--- config.mk ---
export PLATFORM = sky130hd
export DESIGN_NAME = sram_bist_march
export DESIGN_NICKNAME = d
export VERILOG_FILES = /design/src/sram_pkg.sv /design/src/sram_bist_march.sv
export SDC_FILE = /design/constraint.sdc
export NUM_CORES = 1
export LEC_CHECK = 0
export BUFFER_PORTS_ARGS = -buffer_cell sky130_fd_sc_hd__buf_2
export CAP_MARGIN = 30
export CORE_UTILIZATION = 30
export DETAILED_ROUTE_END_ITERATION = 8
export PLACE_DENSITY_LB_ADDON = 0.2
export SLEW_MARGIN = 10
export SYNTH_ARGS = -nofsm -noshare
export SYNTH_HDL_FRONTEND = slang
export SYNTH_SLANG_ARGS = --single-unit
--- constraint.sdc ---
create_clock -name memclk -period 1.5 [get_ports memclk]
set_input_delay 0.075 -clock memclk [delete_from_list [all_inputs] [get_ports memclk]]
set_output_delay 0.075 -clock memclk [all_outputs]
set_load 0.05 [all_outputs]
--- src/sram_pkg.sv ---
// shared widths, types, field layout and BIST op encoding of the 256x66 macro.
// fold rule: the 66-bit word is XORed in 16-bit chunks, top chunk zero padded.
// pattern rule: the BIST pattern byte repeats across 66 bits, cut at the top.
`default_nettype none

package sram_pkg;

   localparam int sram_depth  = 256;
   localparam int sram_addr_w = 8;
   localparam int sram_data_w = 66;
   localparam int num_fields  = 22;                 // one field per bram slot.
   localparam int slot_w      = 8;                  // bram byte lane.
   localparam int bram_data_w = num_fields * slot_w;
   localparam int bist_bus_w  = 16;
   localparam int fold_chunks = (sram_data_w + bist_bus_w - 1) / bist_bus_w;

   localparam logic [7:0] pattern_a = 8'h55;        // first march pass.
   localparam logic [7:0] pattern_b = 8'hAA;        // second march pass.

   // field layout from the lsb: {6,4,1,2,2} x4, then 4 and 2.
   localparam int field_lsb [num_fields] = '{
      0, 6, 10, 11, 13, 15, 21, 25, 26, 28, 30,
      36, 40, 41, 43, 45, 51, 55, 56, 58, 60, 64};
   localparam int field_width [num_fields] = '{
      6, 4, 1, 2, 2, 6, 4, 1, 2, 2, 6,
      4, 1, 2, 2, 6, 4, 1, 2, 2, 4, 2};

   typedef logic [sram_addr_w-1:0] sram_addr_t;
   typedef logic [sram_data_w-1:0] sram_data_t;    // data word and bit mask.
   typedef logic [bram_data_w-1:0] bram_data_t;
   typedef logic [num_fields-1:0]  bram_lane_t;
   typedef logic [bist_bus_w-1:0]  bist_bus_t;     // cmd: {pattern, addr}.

   typedef enum logic [1:0] {
      BIST_IDLE    = 2'd0,
      BIST_WRITE   = 2'd1,
      BIST_READ    = 2'd2,
      BIST_COMPARE = 2'd3
   } bist_op_e;

   // pattern byte spread over the whole word.
   function automatic sram_data_t replicate_pattern(input logic [7:0] pat);
      sram_data_t r;
      for (int i = 0; i < sram_data_w; i++) r[i] = pat[i % 8];
      return r;
   endfunction

   // xor fold of a word down to the bist bus width.
   function automatic bist_bus_t fold_word(input sram_data_t w);
      logic [fold_chunks*bist_bus_w-1:0] padded;
      bist_bus_t acc;
      padded = '0;
      padded[sram_data_w-1:0] = w;                  // zero pad on top chunk.
      acc = '0;
      for (int c = 0; c < fold_chunks; c++) acc ^= padded[c*bist_bus_w +: bist_bus_w];
      return acc;
   endfunction

endpackage

`default_nettype wire

--- src/sram_bist_march.sv ---
// march BIST: write 0x55 all, read/compare all, write 0xAA all, read/compare all.
// a read takes two cycles, read then compare on the folded word.
// start is taken only when idle or done; done and fail clear on the next start.
`default_nettype none

module sram_bist_march (
   input  wire logic               memclk,
   input  wire logic               rst,
   input  wire logic               bist_start,
   output sram_pkg::bist_op_e      bist_command,
   output sram_pkg::bist_bus_t     bist_din,
   input  sram_pkg::bist_bus_t     bist_dout,
   output logic                    bist_done,
   output logic                    bist_fail
);

   typedef enum logic [2:0] {
      ST_IDLE,
      ST_WRITE,
      ST_READ,
      ST_COMPARE,
      ST_DONE
   } march_state_e;

   march_state_e          state;
   sram_pkg::sram_addr_t  addr;
   logic                  pat_sel;          // 0 first pass, 1 second.
   logic [7:0]            pattern;
   sram_pkg::bist_bus_t   expected_fold;
   logic                  last_addr;

   assign pattern       = pat_sel ? sram_pkg::pattern_b : sram_pkg::pattern_a;
   assign expected_fold = sram_pkg::fold_word(sram_pkg::replicate_pattern(pattern));
   assign last_addr     = (addr == sram_pkg::sram_addr_t'(sram_pkg::sram_depth - 1));

   // command decode from state.
   always_comb begin
      case (state)
         ST_WRITE:   bist_command = sram_pkg::BIST_WRITE;
         ST_READ:    bist_command = sram_pkg::BIST_READ;
         ST_COMPARE: bist_command = sram_pkg::BIST_COMPARE;
         default:    bist_command = sram_pkg::BIST_IDLE;
      endcase
   end

   assign bist_din = (state == ST_IDLE || state == ST_DONE) ? '0 : {pattern, addr};

   always_ff @(posedge memclk) begin
      if (rst) begin
         state     <= ST_IDLE;
         addr      <= '0;
         pat_sel   <= 1'b0;
         bist_done <= 1'b0;
         bist_fail <= 1'b0;
      end else begin
         case (state)
            ST_IDLE, ST_DONE: begin
               if (bist_start) begin            // (re)start the march.
                  state     <= ST_WRITE;
                  addr      <= '0;
                  pat_sel   <= 1'b0;
                  bist_done <= 1'b0;
                  bist_fail <= 1'b0;
               end
            end
            ST_WRITE: begin
               addr <= addr + 1'b1;             // wraps to 0 after last.
               if (last_addr) state <= ST_READ;
            end
            ST_READ: begin
               state <= ST_COMPARE;
            end
            ST_COMPARE: begin
               if (bist_dout != expected_fold) begin
                  bist_fail <= 1'b1;            // sticky.
               end
               addr <= addr + 1'b1;
               if (!last_addr) begin
                  state <= ST_READ;
               end else if (!pat_sel) begin
                  pat_sel <= 1'b1;              // second pass.
                  state   <= ST_WRITE;
               end else begin
                  state     <= ST_DONE;
                  bist_done <= 1'b1;
               end
            end
            default: begin
               state <= ST_IDLE;
            end
         endcase
      end
   end

   // once done, the macro gets its functional ports back.
   a_idle_when_done: assert property (@(posedge memclk) disable iff (rst)
      bist_done |-> bist_command == sram_pkg::BIST_IDLE)
      else $error("sram_bist_march: command issued while done");

endmodule

`default_nettype wire

==> results by group, run 1 <==
Floorplan
  • Die area: 0.00302 sq mm
  • FP Rows: 18
  • Initial cell density of the core: 32.8%
  • Num ports: 39
  • Core area: 0.00257 sq mm
  • Height of the die: 55.0 um
  • Die Wd: 55.0 um

STA
  • Max-slew violations: 0
  • Setup ws final: 0.0605 ns
  • Clock Skews: 0.00203 ns
  • RSZ-0062 raised after global routing: true
  • Worst-margin pin slew: 0.337 ns
  • Fin. Hold Viols: 0
  • Worst relative slew slack: 77.3%
  • Worst-case hold slack: 0.0666 ns
  • Fmax: 0.695 GHz
  • Min Tclk post-route: 1.44 ns
  • TNS Setup: 0 ns
  • Final period util: 96.0%
  • Setup violations, final: 0

Cells and area
  • Filler cell count: 280
  • Register area: 280 sq um
  • NumNets Final: 167
  • Multi-input logic area: 484 sq um
  • Synth-to-layout area growth: 32.2%
  • Layout cell share with drive strength beyond 1: 42.1%
  • Antenna diode count: 0
  • Util after Layout: 43.4%

Clock network
  • Clock-pin slew on the worst setup and hold paths: 0.08 ns
  • Root buffer cell: clkbuf_4
  • CTS Buf Count: 3
  • Hold-fix buffers, CTS: 0
  • Clk sinks: 14
  • CTS tree: yes
  • CTS Buffer Depth: 2
  • Skew-Pair Late Insertion Delay: 0.27 ns
  • Resized Gates After CTS: 1
  • H-tree Lvls: 1
  • Post-CTS Setup Bufs: 0

Hold path
  • Hold WC Path Type: input pin to register

Detailed routing
  • Routed Antenna Nets: 0
  • Routed WL: 1920 um
  • Initial DRC count: 5
  • Detailed-route via count: 837
  • Routed len/inst: 11.0 um
  • DR DRC count: 0
  • First drt pass iteration count: 4
  • Via/cell ratio: 4.78

Worst setup path
  • Worst path arrival time: 1.36 ns
  • CP required: 1.42 ns
  • CP Capture Type: output pin
  • Critical Path, Cell by Cell: buf_4 -> nor2_1 -> buf_4 -> nor2_2 -> buf_2
  • Critical path startpoint category: register
  • R2R setup slack: 0.08 ns
  • Crit-path slowest cell: dfxtp_1
  • Worst-path fanout max: 6
  • CP Class: register to output pin
  • Worst path max stage delay: 0.33 ns
  • Top cell by count, worst path: buf_4

Yosys
  • Sequential cell area fraction in the yosys report: 33.3%
  • Prevailing post-synth register cell: dfxtp_1
  • Commonest cells in the synthesized netlist: 14 x dfxtp_1, 14 x nor2_1, 9 x nand2_1
  • Syn Nets: 126
  • Post-Synthesis Cell Area: 842 sq um
  • Cell count after synthesis: 106
  • Mean Syn Cell Area: 7.94 sq um
  • Netlist cell types: 32
  • Post-synth top area cell: dfxtp_1
  • FFs w/ async S/R, synth: 0%
  • Number of enable flip-flop cells after synthesis: 0
  • Syn. warnings: 0
  • Top cell type's share of synthesized area: 33.3%
  • #FFs+latches synth: 14
  • Ranking of synthesized cells by area: dfxtp_1 33%, nor2_1 6.2%, xnor2_1 6.2%

Power and ir drop
  • Comb pwr share: 28.2%
  • Switching part of the total: 32.2%
  • Clock group share of total power: 24.9%
  • Leakage: 0.000494 uW
  • Part of the power in registers: 46.9%
  • P_int: 554 uW
  • NetSw: 263 uW
  • Power Density: 734 mW/mm^2
  • Maximum vdd drop: 0.000387 V

Global routing
  • Gr usage total: 14.0%
  • Largest net degree at the start of global routing: 10
  • Residual overflow from global routing: 0
  • First-pass GRT wire length: 2950 um
  • Antenna violations before repair: 0
  • Vias in the first global route: 754

Placement
  • Port buffer count: 38
  • Placement-stage worst setup slack: 0.0575 ns
  • HPWL Detailed: 1550 um
  • RD Place Congestion: 0.804

Run
  • Max-cap violation count: 0

Status
  • Outcome: finished, final reports clean
==> through the flow <==
| step | cell area [sq um] | instances | total power, uW |
|---|---|---|---|
| 6_report | 1110 | 175 | 817 |
| 3_5_place_dp | 1060 | 172 | 610 |
| 3_3_place_gp | 1060 | 172 | 606 |
| 2_1_floorplan | 850 | 106 | 554 |
| 4_1_cts | 1090 | 175 | 815 |
| 5_1_grt | 1110 | 175 | 864 |
==> logic make-up (layout without fill, tap and decap cells) <==
kind of cell    count (synthesis)  in the layout  share of synthesized area (%)
simple gates                   57             57                           35.8
fa+ha+maj                       1              1                           1.49
buf+inv                        14             53                           10.8
compound gates                 13             13                           11.3
flops                          14             14                           33.3
xor+xnor                        7              7                           7.28
==> worst paths after layout <==
| kind | from | end | cells past startpoint |
|---|---|---|---|
| worst max register to register | state[0] | addr[6] | 4 |
| worst min register to register | bist_done | bist_done | 2 |
| worst min-delay path | rst | addr[0] | 2 |
| worst max-delay path | state[0] | bist_din[15] | 5 |
==> power groups by stage <==
stage	combinational [uW]	sequential (uW)	clock (uW)
floorplan	158	396	0
global placement	215	391	0
detailed placement	218	392	0
CTS	221	383	211
global route	251	384	230
finish	231	383	204
==> critical path: cells and delay by family (launching register included) <==
family                 cells  cell delay (ns)
DFF                        1             0.33
and+or+nand+nor            2             0.18
buffers and inverters      3             0.57
==> registers in the layout, summed over array words and instances (netlist names) <==
name	cells
addr	8
bist_done	1
state	3
bist_fail	1
pat_sel	1
==> per-layer routing <==
layer	share of wire (%)	GRT usage [%]	wire [um]	vias up
met5	0	0	0	-
met3	7.9	2.46	152	4
li1	-	-	-	435
met1	46	15.7	891	362
met4	1.9	8.75	36	0
met2	44	24.3	839	36
==> placed cells by master (no fill, tap or decap), drive strengths merged <==
master / netlist / final
or2b: 1 / 1
a21oi: 5 / 5
and4: 1 / 1
dfxtp: 14 / 14
o21a: 1 / 1
o21ai: 2 / 2
nor2b: 8 / 8
nor3: 1 / 1
clkbuf: 2 / 6
nor2: 17 / 17
o22ai: 1 / 1
ha: 1 / 1
buf: 9 / 44
nand2: 9 / 9
inv: 3 / 3
xor2: 1 / 1
nor4: 3 / 3
or3b: 1 / 1
nand2b: 1 / 1
a211oi: 3 / 3
o311ai: 1 / 1
nand4: 3 / 3
xnor2: 6 / 6
and2b: 1 / 1
and3b: 1 / 1
or3: 1 / 1
and3: 1 / 1
nand4b: 1 / 1
nand3: 7 / 7
==> area by class of cell <==
type | instances | share of cell area (%)
Multi-Input combinational cell | 78 | 43.5
Sequential cell | 14 | 25.2
Timing Repair Buffer | 47 | 24.9
Tap cell | 30 | 3.37
Clock buffer | 3 | 2.02
Inverter | 3 | 1.01
No activity file was read; power rests on OpenSTA's default activity.
==> run 2, diff against run 1 <==
--- a/config.mk
+++ b/config.mk
@@ -5,7 +5,7 @@
 export SDC_FILE = /design/constraint.sdc
 export NUM_CORES = 1
 export LEC_CHECK = 0
-export BUFFER_PORTS_ARGS = -buffer_cell sky130_fd_sc_hd__buf_2
+export BUFFER_PORTS_ARGS = -buffer_cell sky130_fd_sc_hd__buf_4
 export CAP_MARGIN = 30
 export CORE_UTILIZATION = 30
 export DETAILED_ROUTE_END_ITERATION = 8
==> results by group, run 2 (synthesis gave the netlist of run 1 again) <==
STA
  • Max-slew violations: 0 (unchanged)
  • Final period util: 94.8% (-1.2 points)
  • Min Tclk post-route: 1.42 ns (-0.0182 ns)
  • Worst relative slew slack: 76.9% (-0.41 points)
  • RSZ-0062 raised after global routing: true
  • Clock Skews: 0.00132 ns (-0.000715 ns)
  • Setup ws final: 0.0787 ns (+0.0182 ns)
  • Worst-margin pin slew: 0.343 ns (+0.00609 ns)
  • TNS Setup: 0 ns (unchanged)
  • Setup violations, final: 0 (unchanged)
  • Fmax: 0.704 GHz (+1.3%)
  • Fin. Hold Viols: 0 (unchanged)

Clock network
  • CTS Buf Count: 3 (unchanged)
  • CTS tree: yes
  • Hold-fix buffers, CTS: 0 (unchanged)
  • Skew-Pair Late Insertion Delay: 0.27 ns (about the same)
  • Root buffer cell: clkbuf_4
  • CTS Buffer Depth: 2 (unchanged)
  • Clock-pin slew on the worst setup and hold paths: 0.07 ns (about the same)
  • Clk sinks: 14 (unchanged)
  • H-tree Lvls: 1 (unchanged)

Worst setup path
  • Critical path startpoint category: register
  • R2R setup slack: 0.13 ns (+0.05 ns)
  • CP Class: register to output pin
  • Worst-path fanout max: 6 (unchanged)
  • CP required: 1.42 ns (about the same)
  • CP Capture Type: output pin
  • Worst path arrival time: 1.35 ns (about the same)

Floorplan
  • Die area: 0.00302 sq mm (unchanged)
  • Core area: 0.00257 sq mm (unchanged)
  • Die Wd: 55.0 um (unchanged)
  • Initial cell density of the core: 32.8% (unchanged)
  • Height of the die: 55.0 um (unchanged)
  • FP Rows: 18 (unchanged)
  • Num ports: 39 (unchanged)

Placement
  • Port buffer count: 38 (unchanged)
  • Placement-stage worst setup slack: 0.0320 ns (-0.0255 ns)
  • Placed Cells: 173 (+0.58%)
  • RD Place Congestion: 0.747 (-7.1%)
  • HPWL Detailed: 1610 um (+3.6%)

Global routing
  • Antenna violations before repair: 0 (unchanged)
  • First-pass GRT wire length: 3050 um (+3.3%)
  • GRT Max-Usage Layer: met2
  • Residual overflow from global routing: 0 (unchanged)
  • Met2 usage: 25.5% (+1.2 points)
  • Met1 usage: 16.4% (+0.68 points)
  • Gr usage total: 14.4% (+0.40 points)
  • Vias in the first global route: 759 (+0.66%)
  • Met3 usage: 2.46% (unchanged)
  • Largest net degree at the start of global routing: 10 (unchanged)

Detailed routing
  • Routed WL: 2000 um (+4.2%)
  • Initial DRC count: 13 (+8)
  • Via/cell ratio: 4.98 (+4.1%)
  • Detailed-route via count: 876 (+4.7%)
  • DR DRC count: 0 (unchanged)
  • First drt pass iteration count: 4 (unchanged)
  • Routed Antenna Nets: 0 (unchanged)
  • Routed len/inst: 11.4 um (+3.6%)

Power and ir drop
  • Leakage: 0.000515 uW (+4.3%)
  • Power Total: 835 uW (+2.1%)
  • Power Density: 693 mW/mm^2 (-5.5%)
  • Maximum vdd drop: 0.000431 V (+11%)

Cells and area
  • Util after Layout: 46.9% (+3.5 points)
  • NumNets Final: 168 (+0.60%)
  • Layout cell share with drive strength beyond 1: 42.5% (+0.40 points)
  • Antenna diode count: 0 (unchanged)
  • Max reg flops: 8 (unchanged)
  • Synth-to-layout area growth: 42.9%
  • Filler cell count: 278 (-0.71%)
  • Most frequent cells in the layout: 47 x buf_4, 14 x dfxtp_1, 12 x nor2_1
  • Top reg by flops: addr
  • Most common cell after layout, fill and taps aside: buf_4
  • Biggest regs: addr (8), state (3)
  • Non-filler instance count after layout: 176 (+0.57%)

Status
  • Outcome: finished, final reports clean

Run
  • Max-cap violation count: 0 (unchanged)

Hold path
  • Hold WC Path Type: input pin to register
-- run 2: cell count changes in the layout (fill, tap and decap cells not counted), sizes merged --
| cell | change |
|---|---|
| buf | +4 |
| clkbuf | -3 |
-- run 2: final cells by class --
class                           instances  area (sq um)  area share, %
Sequential cell                        14           280           23.3
Tap cell                               30          37.5           3.12
Inverter                                3          11.3          0.936
Clock buffer                            3          22.5           1.87
Timing Repair Buffer                   48           364           30.2
Multi-Input combinational cell         78           488           40.5
-- run 2: per-stage QoR --
stage / area (sq um) / hold WS (ns)
floorplan: 850 / 0.257
global placement: 1170 / 0.310
detailed placement: 1170 / 0.319
CTS: 1190 / 0.0190
global route: 1200 / 0.0118
finish: 1200 / 0.0232
-- run 2: power by group --
part	internal (uW)	switching (uW)	leakage (uW)
logic	96.6	151	0.000388
clock network	93.0	110	0.0000138
registers	379	4.10	0.000113
total	569	266	0.000515
-- run 2: path summary, 6_finish.rpt --
| check | from | to | cells past startpoint |
|---|---|---|---|
| hold reg to reg | bist_done | bist_done | 2 |
| hold / removal | rst | addr[0] | 2 |
| setup reg to reg | state[0] | addr[6] | 4 |
| setup / recovery | state[0] | bist_din[12] | 5 |
-- run 2: what timing repair did --
action | 4_1_cts | 5_1_grt
cloned | 0 | 0
setup endpoints to repair | 1 | 13
gates resized for setup | 1 | 3
setup buffers | 0 | 0
-- run 2: per-layer routing --
metal | part of all wire [%] | wire length, um
met3 | 9.1 | 182
met4 | 1.8 | 36
met5 | 0 | 0
met2 | 45 | 909
met1 | 44 | 872
-- run 2: worst max-delay path: stages (launching register included) --
cell	delay [ns]
dfxtp_1	0.34
buf_4	0.15
nor2_1	0.06
buf_4	0.16
nor2_2	0.14
buf_4	0.23
